<file path="src/common/soc_periph_pkg.sv">
// shared widths, address map, register offsets and event positions, imported by every RTL block
package soc_periph_pkg;

  // bus and block widths
  localparam int unsigned APB_ADDR_WIDTH = 32;
  localparam int unsigned APB_DATA_WIDTH = 32;
  localparam int unsigned N_GPIO         = 16;
  localparam int unsigned N_FC_EVENTS    = 32;
  localparam int unsigned JTAG_REG_WIDTH = 8;

  //////////////////////////////////////////////////
  // address map
  //////////////////////////////////////////////////

  // region field sits in paddr[15:12]
  localparam int unsigned PERIPH_SEL_LSB   = 12;
  localparam int unsigned PERIPH_SEL_WIDTH = 4;

  // other region codes are unmapped and get pslverr
  typedef enum logic [PERIPH_SEL_WIDTH-1:0] {
    SEL_GPIO     = 4'd0,
    SEL_TIMER    = 4'd1,
    SEL_SOC_CTRL = 4'd2
  } periph_sel_e;

  // word offset inside a region, paddr[5:2]
  localparam int unsigned REG_OFFSET_LSB   = 2;
  localparam int unsigned REG_OFFSET_WIDTH = 4;

  typedef enum logic [REG_OFFSET_WIDTH-1:0] {
    GPIO_DIR        = 4'd0,
    GPIO_OUT        = 4'd1,
    GPIO_IN         = 4'd2,
    GPIO_INT_EN     = 4'd3,
    GPIO_INT_STATUS = 4'd4
  } gpio_reg_e;

  typedef enum logic [REG_OFFSET_WIDTH-1:0] {
    TIMER_CFG   = 4'd0,
    TIMER_COUNT = 4'd1,
    TIMER_CMP   = 4'd2
  } timer_reg_e;

  // bit fields of TIMER_CFG
  localparam int unsigned TIMER_CFG_EN_BIT  = 0;
  localparam int unsigned TIMER_CFG_REF_BIT = 1;

  typedef enum logic [REG_OFFSET_WIDTH-1:0] {
    CTRL_VERSION  = 4'd0,
    CTRL_BOOTADDR = 4'd1,
    CTRL_FETCH_EN = 4'd2,
    CTRL_JTAG     = 4'd3
  } soc_ctrl_reg_e;

  // reset values and fixed words
  localparam logic [31:0] BOOT_ADDR_RESET = 32'h1A00_0080;
  localparam logic [31:0] SOC_VERSION     = 32'h0001_0002;

  //////////////////////////////////////////////////
  // fc event vector bit positions
  //////////////////////////////////////////////////
  localparam int unsigned FC_EVT_TIMER_MTIME = 7;
  localparam int unsigned FC_EVT_TIMER       = 16;
  localparam int unsigned FC_EVT_REF_EDGE    = 23;
  // bit 24 was reserved, now carries gpio directly
  localparam int unsigned FC_EVT_GPIO        = 24;

endpackage

</file>
<file path="src/source/periph_bus_decoder.sv">
`timescale 1ns/100ps
// combinational APB decoder, selects gpio, timer or soc control and muxes read data back
module periph_bus_decoder
  import soc_periph_pkg::*;
(
  input  logic [APB_ADDR_WIDTH-1:0] paddr_i,
  input  logic                      pwrite_i,
  input  logic                      psel_i,
  input  logic                      penable_i,
  // read data from the three slaves
  input  logic [APB_DATA_WIDTH-1:0] prdata_gpio_i,
  input  logic [APB_DATA_WIDTH-1:0] prdata_timer_i,
  input  logic [APB_DATA_WIDTH-1:0] prdata_ctrl_i,
  output logic                      psel_gpio_o,
  output logic                      psel_timer_o,
  output logic                      psel_ctrl_o,
  output logic [APB_DATA_WIDTH-1:0] prdata_o,
  output logic                      pready_o,
  output logic                      pslverr_o
);

  periph_sel_e region;
  logic        mapped;

  // region code from the upper address nibble
  assign region = periph_sel_e'(paddr_i[PERIPH_SEL_LSB +: PERIPH_SEL_WIDTH]);

  always_comb begin
    psel_gpio_o  = 1'b0;
    psel_timer_o = 1'b0;
    psel_ctrl_o  = 1'b0;
    prdata_o     = '0;
    mapped       = 1'b1;
    case (region)
      SEL_GPIO: begin
        psel_gpio_o = psel_i;
        prdata_o    = prdata_gpio_i;
      end
      SEL_TIMER: begin
        psel_timer_o = psel_i;
        prdata_o     = prdata_timer_i;
      end
      SEL_SOC_CTRL: begin
        psel_ctrl_o = psel_i;
        prdata_o    = prdata_ctrl_i;
      end
      // unmapped, no slave sees psel
      default: mapped = 1'b0;
    endcase
    // read data only meaningful on reads
    if (pwrite_i) begin
      prdata_o = '0;
    end
  end

  // zero wait states
  assign pready_o  = 1'b1;
  // error only in the access cycle of an unmapped transfer
  assign pslverr_o = psel_i & penable_i & ~mapped;

endmodule

</file>
<file path="src/gpio/apb_gpio.sv">
`timescale 1ns/100ps
// APB GPIO block with direction and output regs, synchronized input and rising-edge interrupts
module apb_gpio
  import soc_periph_pkg::*;
(
  input  logic                      clk_i,
  input  logic                      arst_n_i,
  input  logic                      psel_i,
  input  logic                      penable_i,
  input  logic                      pwrite_i,
  input  logic [APB_ADDR_WIDTH-1:0] paddr_i,
  input  logic [APB_DATA_WIDTH-1:0] pwdata_i,
  input  logic [N_GPIO-1:0]         gpio_in_i,
  output logic [APB_DATA_WIDTH-1:0] prdata_o,
  output logic [N_GPIO-1:0]         gpio_out_o,
  output logic [N_GPIO-1:0]         gpio_oe_o,
  output logic                      gpio_event_o
);

  gpio_reg_e         reg_off;
  logic              wr_en;
  logic [N_GPIO-1:0] dir_q;
  logic [N_GPIO-1:0] out_q;
  logic [N_GPIO-1:0] int_en_q;
  logic [N_GPIO-1:0] status_q;
  logic [N_GPIO-1:0] sync1_q;
  logic [N_GPIO-1:0] sync2_q;
  logic [N_GPIO-1:0] prev_q;
  logic [N_GPIO-1:0] rise;
  logic [N_GPIO-1:0] clr;

  assign reg_off = gpio_reg_e'(paddr_i[REG_OFFSET_LSB +: REG_OFFSET_WIDTH]);
  // write lands at the end of the access cycle
  assign wr_en   = psel_i & penable_i & pwrite_i;

  // 2-flop sync then one flop for edge detect
  always_ff @(posedge clk_i or negedge arst_n_i) begin
    if (!arst_n_i) begin
      sync1_q <= '0;
      sync2_q <= '0;
      prev_q  <= '0;
    end else begin
      sync1_q <= gpio_in_i;
      sync2_q <= sync1_q;
      prev_q  <= sync2_q;
    end
  end

  assign rise = sync2_q & ~prev_q;
  // w1c mask, only on a status write
  assign clr  = (wr_en && reg_off == GPIO_INT_STATUS) ? pwdata_i[N_GPIO-1:0] : '0;

  always_ff @(posedge clk_i or negedge arst_n_i) begin
    if (!arst_n_i) begin
      dir_q    <= '0;
      out_q    <= '0;
      int_en_q <= '0;
      status_q <= '0;
    end else begin
      if (wr_en && reg_off == GPIO_DIR) begin
        dir_q <= pwdata_i[N_GPIO-1:0];
      end
      if (wr_en && reg_off == GPIO_OUT) begin
        out_q <= pwdata_i[N_GPIO-1:0];
      end
      if (wr_en && reg_off == GPIO_INT_EN) begin
        int_en_q <= pwdata_i[N_GPIO-1:0];
      end
      // a new edge beats a same-cycle clear
      status_q <= (status_q & ~clr) | (rise & int_en_q);
    end
  end

  always_comb begin
    prdata_o = '0;
    case (reg_off)
      GPIO_DIR:        prdata_o[N_GPIO-1:0] = dir_q;
      GPIO_OUT:        prdata_o[N_GPIO-1:0] = out_q;
      GPIO_IN:         prdata_o[N_GPIO-1:0] = sync2_q;
      GPIO_INT_EN:     prdata_o[N_GPIO-1:0] = int_en_q;
      GPIO_INT_STATUS: prdata_o[N_GPIO-1:0] = status_q;
      default:         prdata_o = '0;
    endcase
  end

  assign gpio_out_o   = out_q;
  assign gpio_oe_o    = dir_q;
  // level, held while anything is pending
  assign gpio_event_o = |status_q;

endmodule

</file>
<file path="src/timer/apb_timer.sv">
`timescale 1ns/100ps
// APB compare timer counting clocks or slow-clock ticks, also flags every slow-clock edge
module apb_timer
  import soc_periph_pkg::*;
(
  input  logic                      clk_i,
  input  logic                      arst_n_i,
  input  logic                      psel_i,
  input  logic                      penable_i,
  input  logic                      pwrite_i,
  input  logic [APB_ADDR_WIDTH-1:0] paddr_i,
  input  logic [APB_DATA_WIDTH-1:0] pwdata_i,
  input  logic                      slow_clk_i,
  input  logic                      stoptimer_i,
  output logic [APB_DATA_WIDTH-1:0] prdata_o,
  output logic                      timer_event_o,
  output logic                      ref_edge_event_o
);

  timer_reg_e                reg_off;
  logic                      wr_en;
  logic                      enable_q;
  logic                      ref_mode_q;
  logic [APB_DATA_WIDTH-1:0] count_q;
  logic [APB_DATA_WIDTH-1:0] cmp_q;
  logic                      slow_s1_q;
  logic                      slow_s2_q;
  logic                      slow_prev_q;
  logic                      slow_rise;
  logic                      slow_edge;
  logic                      tick;

  assign reg_off = timer_reg_e'(paddr_i[REG_OFFSET_LSB +: REG_OFFSET_WIDTH]);
  assign wr_en   = psel_i & penable_i & pwrite_i;

  //////////////////////////////////////////////////
  // slow clock sync and edge detect
  //////////////////////////////////////////////////
  always_ff @(posedge clk_i or negedge arst_n_i) begin
    if (!arst_n_i) begin
      slow_s1_q        <= 1'b0;
      slow_s2_q        <= 1'b0;
      slow_prev_q      <= 1'b0;
      ref_edge_event_o <= 1'b0;
    end else begin
      slow_s1_q        <= slow_clk_i;
      slow_s2_q        <= slow_s1_q;
      slow_prev_q      <= slow_s2_q;
      // registered, so pulse starts 3 edges after the slow edge
      ref_edge_event_o <= slow_edge;
    end
  end

  assign slow_rise = slow_s2_q & ~slow_prev_q;
  assign slow_edge = slow_s2_q ^ slow_prev_q;

  // ref mode steps on synced rising edges only
  assign tick = enable_q & ~stoptimer_i & (ref_mode_q ? slow_rise : 1'b1);

  //////////////////////////////////////////////////
  // config, counter and compare
  //////////////////////////////////////////////////
  always_ff @(posedge clk_i or negedge arst_n_i) begin
    if (!arst_n_i) begin
      enable_q      <= 1'b0;
      ref_mode_q    <= 1'b0;
      cmp_q         <= '0;
      count_q       <= '0;
      timer_event_o <= 1'b0;
    end else begin
      timer_event_o <= 1'b0;
      if (wr_en && reg_off == TIMER_CFG) begin
        enable_q   <= pwdata_i[TIMER_CFG_EN_BIT];
        ref_mode_q <= pwdata_i[TIMER_CFG_REF_BIT];
      end
      if (wr_en && reg_off == TIMER_CMP) begin
        cmp_q <= pwdata_i;
      end
      // a direct load has priority over counting
      if (wr_en && reg_off == TIMER_COUNT) begin
        count_q <= pwdata_i;
      end else if (tick) begin
        if (count_q == cmp_q) begin
          // match, wrap and pulse, period is cmp+1
          count_q       <= '0;
          timer_event_o <= 1'b1;
        end else begin
          count_q <= count_q + 1'b1;
        end
      end
    end
  end

  always_comb begin
    prdata_o = '0;
    case (reg_off)
      TIMER_CFG: begin
        prdata_o[TIMER_CFG_EN_BIT]  = enable_q;
        prdata_o[TIMER_CFG_REF_BIT] = ref_mode_q;
      end
      TIMER_COUNT: prdata_o = count_q;
      TIMER_CMP:   prdata_o = cmp_q;
      default:     prdata_o = '0;
    endcase
  end

endmodule

</file>
<file path="src/source/apb_soc_ctrl.sv">
`timescale 1ns/100ps
// APB soc control registers for boot address, fetch enable, jtag exchange and version
module apb_soc_ctrl
  import soc_periph_pkg::*;
(
  input  logic                      clk_i,
  input  logic                      arst_n_i,
  input  logic                      psel_i,
  input  logic                      penable_i,
  input  logic                      pwrite_i,
  input  logic [APB_ADDR_WIDTH-1:0] paddr_i,
  input  logic [APB_DATA_WIDTH-1:0] pwdata_i,
  // pin override of fetch enable
  input  logic                      fc_fetch_en_valid_i,
  input  logic                      fc_fetch_en_i,
  input  logic [JTAG_REG_WIDTH-1:0] soc_jtag_reg_i,
  output logic [APB_DATA_WIDTH-1:0] prdata_o,
  output logic [APB_DATA_WIDTH-1:0] fc_bootaddr_o,
  output logic                      fc_fetchen_o,
  output logic [JTAG_REG_WIDTH-1:0] soc_jtag_reg_o
);

  soc_ctrl_reg_e reg_off;
  logic          wr_en;

  assign reg_off = soc_ctrl_reg_e'(paddr_i[REG_OFFSET_LSB +: REG_OFFSET_WIDTH]);
  assign wr_en   = psel_i & penable_i & pwrite_i;

  always_ff @(posedge clk_i or negedge arst_n_i) begin
    if (!arst_n_i) begin
      fc_bootaddr_o  <= BOOT_ADDR_RESET;
      fc_fetchen_o   <= 1'b0;
      soc_jtag_reg_o <= '0;
    end else begin
      if (wr_en && reg_off == CTRL_BOOTADDR) begin
        fc_bootaddr_o <= pwdata_i;
      end
      // strobe wins over a bus write on the same edge
      if (fc_fetch_en_valid_i) begin
        fc_fetchen_o <= fc_fetch_en_i;
      end else if (wr_en && reg_off == CTRL_FETCH_EN) begin
        fc_fetchen_o <= pwdata_i[0];
      end
      if (wr_en && reg_off == CTRL_JTAG) begin
        soc_jtag_reg_o <= pwdata_i[JTAG_REG_WIDTH-1:0];
      end
    end
  end

  // read side, jtag offset returns the input half of the exchange
  always_comb begin
    prdata_o = '0;
    case (reg_off)
      CTRL_VERSION:  prdata_o = SOC_VERSION;
      CTRL_BOOTADDR: prdata_o = fc_bootaddr_o;
      CTRL_FETCH_EN: prdata_o[0] = fc_fetchen_o;
      CTRL_JTAG:     prdata_o[JTAG_REG_WIDTH-1:0] = soc_jtag_reg_i;
      default:       prdata_o = '0;
    endcase
  end

endmodule

</file>
<file path="src/source/soc_peripherals.sv">
`timescale 1ns/100ps
// peripheral subsystem top, wires APB decoder to gpio, timer and soc control and builds fc events
module soc_peripherals
  import soc_periph_pkg::*;
(
  input  logic                      clk_i,
  input  logic                      arst_n_i,
  input  logic                      slow_clk_i,
  input  logic                      stoptimer_i,
  // apb slave port
  input  logic [APB_ADDR_WIDTH-1:0] paddr_i,
  input  logic [APB_DATA_WIDTH-1:0] pwdata_i,
  input  logic                      pwrite_i,
  input  logic                      psel_i,
  input  logic                      penable_i,
  output logic [APB_DATA_WIDTH-1:0] prdata_o,
  output logic                      pready_o,
  output logic                      pslverr_o,
  // soc control pins
  input  logic                      fc_fetch_en_valid_i,
  input  logic                      fc_fetch_en_i,
  input  logic [JTAG_REG_WIDTH-1:0] soc_jtag_reg_i,
  output logic [APB_DATA_WIDTH-1:0] fc_bootaddr_o,
  output logic                      fc_fetchen_o,
  output logic [JTAG_REG_WIDTH-1:0] soc_jtag_reg_o,
  // gpio pins
  input  logic [N_GPIO-1:0]         gpio_in_i,
  output logic [N_GPIO-1:0]         gpio_out_o,
  output logic [N_GPIO-1:0]         gpio_oe_o,
  output logic [N_FC_EVENTS-1:0]    fc_events_o
);

  logic                      s_psel_gpio;
  logic                      s_psel_timer;
  logic                      s_psel_ctrl;
  logic [APB_DATA_WIDTH-1:0] s_prdata_gpio;
  logic [APB_DATA_WIDTH-1:0] s_prdata_timer;
  logic [APB_DATA_WIDTH-1:0] s_prdata_ctrl;
  logic                      s_gpio_event;
  logic                      s_timer_event;
  logic                      s_ref_edge_event;

  //////////////////////////////////////////////////
  // event vector
  //////////////////////////////////////////////////
  always_comb begin
    fc_events_o                     = '0;
    // one timer irq feeds both mtime and timer lines
    fc_events_o[FC_EVT_TIMER_MTIME] = s_timer_event;
    fc_events_o[FC_EVT_TIMER]       = s_timer_event;
    fc_events_o[FC_EVT_REF_EDGE]    = s_ref_edge_event;
    fc_events_o[FC_EVT_GPIO]        = s_gpio_event;
  end

  periph_bus_decoder i_periph_bus_decoder (
    .paddr_i        (paddr_i),
    .pwrite_i       (pwrite_i),
    .psel_i         (psel_i),
    .penable_i      (penable_i),
    .prdata_gpio_i  (s_prdata_gpio),
    .prdata_timer_i (s_prdata_timer),
    .prdata_ctrl_i  (s_prdata_ctrl),
    .psel_gpio_o    (s_psel_gpio),
    .psel_timer_o   (s_psel_timer),
    .psel_ctrl_o    (s_psel_ctrl),
    .prdata_o       (prdata_o),
    .pready_o       (pready_o),
    .pslverr_o      (pslverr_o)
  );

  apb_gpio i_apb_gpio (
    .clk_i        (clk_i),
    .arst_n_i     (arst_n_i),
    .psel_i       (s_psel_gpio),
    .penable_i    (penable_i),
    .pwrite_i     (pwrite_i),
    .paddr_i      (paddr_i),
    .pwdata_i     (pwdata_i),
    .gpio_in_i    (gpio_in_i),
    .prdata_o     (s_prdata_gpio),
    .gpio_out_o   (gpio_out_o),
    .gpio_oe_o    (gpio_oe_o),
    .gpio_event_o (s_gpio_event)
  );

  apb_timer i_apb_timer (
    .clk_i            (clk_i),
    .arst_n_i         (arst_n_i),
    .psel_i           (s_psel_timer),
    .penable_i        (penable_i),
    .pwrite_i         (pwrite_i),
    .paddr_i          (paddr_i),
    .pwdata_i         (pwdata_i),
    .slow_clk_i       (slow_clk_i),
    .stoptimer_i      (stoptimer_i),
    .prdata_o         (s_prdata_timer),
    .timer_event_o    (s_timer_event),
    .ref_edge_event_o (s_ref_edge_event)
  );

  apb_soc_ctrl i_apb_soc_ctrl (
    .clk_i               (clk_i),
    .arst_n_i            (arst_n_i),
    .psel_i              (s_psel_ctrl),
    .penable_i           (penable_i),
    .pwrite_i            (pwrite_i),
    .paddr_i             (paddr_i),
    .pwdata_i            (pwdata_i),
    .fc_fetch_en_valid_i (fc_fetch_en_valid_i),
    .fc_fetch_en_i       (fc_fetch_en_i),
    .soc_jtag_reg_i      (soc_jtag_reg_i),
    .prdata_o            (s_prdata_ctrl),
    .fc_bootaddr_o       (fc_bootaddr_o),
    .fc_fetchen_o        (fc_fetchen_o),
    .soc_jtag_reg_o      (soc_jtag_reg_o)
  );

endmodule

</file>
<file path="config.mk">
export PLATFORM = sky130hd
export DESIGN_NAME = soc_peripherals
export DESIGN_NICKNAME = d
export VERILOG_FILES = /design/src/common/soc_periph_pkg.sv /design/src/source/periph_bus_decoder.sv /design/src/gpio/apb_gpio.sv /design/src/timer/apb_timer.sv /design/src/source/apb_soc_ctrl.sv /design/src/source/soc_peripherals.sv
export SDC_FILE = /design/constraint.sdc
export NUM_CORES = 1
export LEC_CHECK = 0
export ABC_CLOCK_PERIOD_IN_PS = 3900
export BUFFER_PORTS_ARGS = -buffer_cell sky130_fd_sc_hd__buf_2
export CORE_ASPECT_RATIO = 0.5
export CORE_MARGIN = 3
export CORE_UTILIZATION = 59
export CTS_CLUSTER_DIAMETER = 40
export CTS_CLUSTER_SIZE = 16
export DETAILED_ROUTE_END_ITERATION = 7
export PLACE_DENSITY = 0.88
export SLEW_MARGIN = 20
export SYNTH_ARGS = -nofsm -noshare
export SYNTH_HDL_FRONTEND = slang
export SYNTH_SLANG_ARGS = --single-unit
</file>
<file path="constraint.sdc">
create_clock -name clk_i -period 3.9 [get_ports clk_i]
set_input_delay 0.78 -clock clk_i [delete_from_list [all_inputs] [get_ports clk_i]]
set_output_delay 0.78 -clock clk_i [all_outputs]
set_load 0.01 [all_outputs]
</file>
### Word-level counts from Yosys, hierarchy flattened

Cells that the tools add are included.

| word-level totals | value |
|---|---|
| flip-flop bits (word level) | 224 |
| input port bits | 97 |

| operators by class | value |
|---|---|
| bitwise operators | 21 |
| reductions and logical operators | 16 |
| add/sub/neg operators | 1 |
| equality and inequality tests | 7 |
| multiplexer cells | 22 |

Operators by type and width:

| cell | number |
|---|---|
| 32-bit two-way mux | 4 |
| 32-bit case mux with 3 select lines | 1 |
| 16-bit case mux with 5 select lines | 1 |
| 30-bit case mux with 2 select lines | 1 |
| 16-bit AND | 3 |
| 24-bit case mux with 2 select lines | 1 |
| 32-bit by 1-bit adder with 32-bit output (second input constant) | 1 |
| 32-bit equality test | 1 |
| 16-bit NOT | 2 |
| 7-bit case mux with 3 select lines | 1 |
| 16-bit two-way mux | 1 |
| 16-bit OR | 1 |
| 16-bit OR reduction | 1 |
| 4-bit by 2-bit equality test with 1-bit output (second input constant) | 3 |
| 1-bit AND | 11 |
| 1-bit logical AND | 10 |
| 1-bit two-way mux | 10 |
| 4-bit by 1-bit equality test with 1-bit output (second input constant) | 2 |
| 4-bit logical NOT | 2 |
| 2-bit case mux with 3 select lines | 1 |
| 4-bit by 3-bit equality test with 1-bit output (second input constant) | 1 |
| 2-bit nonzero test | 2 |
| 1-bit NOT | 3 |
| 1-bit case mux with 3 select lines | 1 |
| other kinds (2) | 2 |

### Longest topological paths before layout

| depth | value |
|---|---|
| depth after elaboration | 9 |
| depth in mapped cells | 10 |
| depth with buffers taken out | 8 |

### By module

Synthesis repeated with hierarchy kept, for this count alone.

| second synthesis, totals | value |
|---|---|
| cells, all modules | 1,091 |
| area, all modules | 11,976.5 um^2 |

By module, submodules not included:

| module | sequential area each (um^2) | times used | cells an instance | area each (um^2) |
|---|---|---|---|---|
| apb_timer | 1,776.7 | 1 | 489 | 4,579.4 |
| apb_gpio | 2,802.7 | 1 | 324 | 4,498.1 |
| apb_soc_ctrl | 1,031.0 | 1 | 141 | 1,906.8 |
| periph_bus_decoder | 0.0 | 1 | 104 | 748.2 |
| soc_peripherals | 0.0 | 1 | 33 | 244.0 |

### Worst setup path after synthesis

Ideal clock, no wire load.

| path | value |
|---|---|
| path type | input -> output |
| start point | in paddr_i[3] |
| end point | out prdata_o[23] |
| required time | 3.120 ns |
| data arrival time | 2.334 ns |
| setup slack | 0.786 ns |
| stages on the path | 8 |
| cells stage by stage | buf_2 > nor4b_2 > buf_2 > buf_2 > a22oi_1 > nor2_1 > a21oi_1 > nor2_1 |

| between the ends | value |
|---|---|
| word-level cells in the longest chain between the ends | 4 |
| elaborated cells on any way between the ends | 7 |

RTL lines:

| item | RTL line | source |
|---|---|---|
| start: declaration | soc_peripherals.sv:11 | `input logic [APB_ADDR_WIDTH-1:0] paddr_i,` |
| 4-bit by 1-bit equality test with 1-bit output, or another cell as far along | apb_timer.sv:96, apb_soc_ctrl.sv:53 |  |
| 24-bit case mux with 2 select lines or 30-bit case mux with 2 select lines (tied branches) | apb_soc_ctrl.sv:53, apb_timer.sv:96 |  |
| 32-bit case mux with 3 select lines (*) | periph_bus_decoder.sv:34 | `case (region)` |
| 32-bit two-way mux (*) | periph_bus_decoder.sv:51 | `if (pwrite_i) begin` |
| end: declaration | soc_peripherals.sv:16 | `output logic [APB_DATA_WIDTH-1:0] prdata_o,` |

Every way passes the cells marked *; elsewhere a longest branch is shown, timed or not.

### Worst setup path in the final report

| path | value |
|---|---|
| start point | in paddr_i[12] |
| end point | out prdata_o[5] |

| between the ends | value |
|---|---|
| word-level cells in the longest chain between the ends | 3 |
| elaborated cells on any way between the ends | 5 |

RTL lines:

| item | RTL line |
|---|---|
| 4-bit by 2-bit equality test with 1-bit output, or another cell as far along | periph_bus_decoder.sv:34 |
| 32-bit case mux with 3 select lines (*) | periph_bus_decoder.sv:34 |
| 32-bit two-way mux (*) | periph_bus_decoder.sv:51 |

Marks and branches as above.

==> metrics.csv <==
metric;value;unit
setup TNS;0;ns
leakage power;0.00613;µW
number of pins with negative max-slew slack in the final report;0;
Synth Instances;996;
number of DRC markers after the initial detailed-route iteration;1041;
Pwr Density;399;mW/mm²
shortest period the worst path allows;3.55;ns
Ant. Diodes;0;
count of flip-flops with a built-in enable after synthesis;0;
post-CTS sizing;0;
die boundary height;101;µm
number of antenna violations at the first check in global routing;0;
dominant cells by area after synthesis;sky130_fd_sc_hd__dfrtp_1, sky130_fd_sc_hd__mux2_2, sky130_fd_sc_hd__a22oi_1, sky130_fd_sc_hd__nand2_1, sky130_fd_sc_hd__xor2_1;
worst slew margin relative to its limit;30.0;%
type of the worst setup path;in -> out;
post-cts hold buffer count;0;
Die Span X;197;µm
syn_area_per_cell;10.8;µm²
number of register bits inferred by synthesis;224;
clk slew on worst S/H paths;0.07;ns
setup repair after global routing missed its margin;no;
clock tree from TritonCTS;done;
Finished Layout Cells;1401;
Yosys warning total;0;
estimated wirelength of the detail-placed design;20500;µm
worst min path class;in -> async;
top-level port count;236;
number of sinks driven by the clock tree;224;
count of TritonRoute iterations in the first routing pass;6;
post-route clock skew;0.0205;ns
maximum capacitance violations;0;
area added between synthesis and finish;16.0;%
setup fix buffers added after clock tree synthesis;0;
data arrival time of the critical path;2.77;ns
area of placed instances;0.0117;mm²
Cell variety after synth;54;
reg-to-reg startpoint;i_apb_timer.count_q[0]$_DFFE_PN0P_;
Design Area, Final;0.0125;mm²
number of global-route vias before repair;8637;
final wirelength;30200;µm
library cell used as clock root buffer;sky130_fd_sc_hd__clkbuf_16;
effective utilization at floorplan;61.0;%
endpoint class of the critical path;primary output;
Placeable Area;0.0176;mm²
Req. time, crit path;3.12;ns
NumNets Final;1251;
highest achievable clock rate;0.282;GHz
port bufs;182;
Synth Cell Area;0.0107;mm²
cell type with the largest total area after synthesis;sky130_fd_sc_hd__dfrtp_1;
global-route total usage across every layer;30.1;%
slew at the pin closest to its max-slew limit;1.05;ns
Final Setup Violations;0;
vias;8936;
fraction of the yosys area taken by sequential cells;52.2;%
wire per inst;21.6;µm
placer congestion estimate;0.931;
share of post-route cells with drive strength above 1;32.6;%
crit-path max FO;6;
placement row count;34;
global-route congestion overflow total;0;
leading register cell type out of synthesis;sky130_fd_sc_hd__dfrtp_1;
number of endpoints with negative hold slack in the final report;0;
number of nets with antenna violations after detailed routing;0;
proportion of netlist area held by the largest area contributor;51.2;%
async set-or-reset flop fraction in the synthesized netlist;100;%
peak ir drop on the vdd network;281;µV
CTS buffer count;21;
Worst Setup Start Kind;input pin;
DRC Markers;0;
count of placed standard cells including taps;1363;
reg2reg setup slack;1.07;ns
via density per instance;6.38;
most numerous cell types in the synthesized netlist;sky130_fd_sc_hd__dfrtp_1, sky130_fd_sc_hd__mux2_2, sky130_fd_sc_hd__nand2_1, sky130_fd_sc_hd__a22oi_1, sky130_fd_sc_hd__nor2_1;
area enclosed by the die boundary;0.0200;mm²
number of H-tree levels;1;
post-route clock period utilization;91.1;%
count leader, synth;sky130_fd_sc_hd__dfrtp_1;
reg-to-reg critical path endpoint;i_apb_timer.count_q[7]$_DFFE_PN0P_;
maximum count of clock buffers along a single path;3;
worst r2r path cells;6;
maximum number of pins on one net before global-route repair;98;
global-route wire length before repair;47500;µm
Fill cells;1215;
status;finished, final reports clean;
Worst-Skew Late Latency;0.52;ns
-- how the worst max path moves through the flow --
stage / from / slack, ns / to
after CTS: paddr_i[12] / 0.35 / prdata_o[5]
after global routing: paddr_i[12] / 0.23 / prdata_o[5]
after global placement: paddr_i[12] / 0.40 / prdata_o[7]
after floorplan: paddr_i[3] / 0.79 / prdata_o[23]
final: paddr_i[12] / 0.35 / prdata_o[5]
after detailed placement: paddr_i[12] / 0.38 / prdata_o[6]
-- state kept, by name, indices dropped and copies added (netlist names) --
signal	count
i_apb_gpio.gpio_oe_o	16
i_apb_gpio.gpio_out_o	16
i_apb_gpio.int_en_q	16
i_apb_gpio.prev_q	16
i_apb_gpio.status_q	16
i_apb_gpio.sync1_q	16
i_apb_gpio.sync2_q	16
i_apb_soc_ctrl.fc_bootaddr_o	32
i_apb_soc_ctrl.fc_fetchen_o	1
i_apb_soc_ctrl.soc_jtag_reg_o	8
i_apb_timer.cmp_q	32
i_apb_timer.count_q	32
i_apb_timer.enable_q	1
i_apb_timer.ref_edge_event_o	1
i_apb_timer.ref_mode_q	1
i_apb_timer.slow_prev_q	1
i_apb_timer.slow_s1_q	1
i_apb_timer.slow_s2_q	1
i_apb_timer.timer_event_o	1
-- stage by stage --
stage | total power, µW | utilization [%] | hold WS (ns) | worst slack (ns)
2_1_floorplan | 2680 | - | 0.331 | 0.786
3_3_place_gp | 2830 | 66.7 | 0.333 | 0.404
3_5_place_dp | 2850 | 66.7 | 0.336 | 0.378
4_1_cts | 4990 | 70.7 | 0.336 | 0.353
5_1_grt | 5140 | 70.8 | 0.350 | 0.233
6_report | 4980 | 70.8 | 0.279 | 0.348
-- layout by cell type (no fill, tap or decap), types with 3 or more instances in the layout --
cell type                   synthesis  routed
sky130_fd_sc_hd__a21oi_1           38      38
sky130_fd_sc_hd__a221o_1            3       3
sky130_fd_sc_hd__a222oi_1           8       8
sky130_fd_sc_hd__a22o_1             4       4
sky130_fd_sc_hd__a22oi_1           87      87
sky130_fd_sc_hd__a32oi_1            4       4
sky130_fd_sc_hd__and3_1             9       9
sky130_fd_sc_hd__and4_1             4       4
sky130_fd_sc_hd__buf_2             28     181
sky130_fd_sc_hd__buf_4             34      24
sky130_fd_sc_hd__bufinv_16          0       3
sky130_fd_sc_hd__clkbuf_1          38       7
sky130_fd_sc_hd__clkbuf_16          0      21
sky130_fd_sc_hd__conb_1             2      29
sky130_fd_sc_hd__dfrtp_1          220     220
sky130_fd_sc_hd__dfstp_2            4       4
sky130_fd_sc_hd__inv_1             15      15
sky130_fd_sc_hd__mux2_2           121     121
sky130_fd_sc_hd__nand2_1           99      99
sky130_fd_sc_hd__nand2b_1           4       4
sky130_fd_sc_hd__nand3_1           39      39
sky130_fd_sc_hd__nand4_1           13      13
sky130_fd_sc_hd__nor2_1            63      62
sky130_fd_sc_hd__nor3_1             6       4
sky130_fd_sc_hd__nor3_2             2       3
sky130_fd_sc_hd__nor4_1            14      13
sky130_fd_sc_hd__o21ai_0           37      37
sky130_fd_sc_hd__o21ai_1           11      11
sky130_fd_sc_hd__o22a_1             4       4
sky130_fd_sc_hd__o22ai_1            6       6
sky130_fd_sc_hd__or2_2              3       3
sky130_fd_sc_hd__or3_1              8       8
sky130_fd_sc_hd__xor2_1            38      38
-- metal layers --
metal | GRT usage, % | wire [µm]
met5 | 0 | 0
met2 | 48.9 | 14000
met3 | 6.48 | 3380
met1 | 40.8 | 11700
met4 | 10.7 | 1150
-- power by group --
group	switching [µW]	total, µW	leakage [µW]	internal [µW]
Sequential	83.7	2480	0.00286	2400
Clock	936	2160	0.000342	1220
Combinational	225	336	0.00293	111
Total	1240	4980	0.00613	3730
-- kinds of logic (layout without fill, tap and decap cells) --
| kind of cell | Yosys count | after routing | share of synthesized area (%) |
|---|---|---|---|
| and+or+nand+nor | 279 | 279 | 12.7 |
| DFF | 224 | 224 | 52.2 |
| AOI/OAI and AO/OA | 210 | 210 | 13.0 |
| muxes | 123 | 123 | 12.9 |
| buffers and inverters | 116 | 260 | 5.64 |
| xor gates and xnor gates | 40 | 40 | 3.26 |
| adders and majority gates | 2 | 2 | 0.233 |
| other | 2 | 29 | 0.0699 |
-- area by class of cell --
cell class / instances / area (µm²) / share of cell area [%]
clock buffers: 28 / 552 / 4.43
clock inverters: 10 / 160 / 1.29
inverters: 15 / 56.3 / 0.452
multi-input cells: 683 / 4670 / 37.5
flip-flops and latches: 224 / 5610 / 45.0
well taps: 234 / 293 / 2.35
repair buffers: 207 / 1120 / 9.00
-- critical path: stages --
cell,delay (ns)
sky130_fd_sc_hd__buf_2,0.12
sky130_fd_sc_hd__or4b_2,0.75
sky130_fd_sc_hd__nor3_1,0.29
sky130_fd_sc_hd__nand2_1,0.22
sky130_fd_sc_hd__o22ai_1,0.25
sky130_fd_sc_hd__a21oi_1,0.06
sky130_fd_sc_hd__nor2_1,0.12
sky130_fd_sc_hd__buf_2,0.17
No activity file was read; power rests on OpenSTA's default activity.
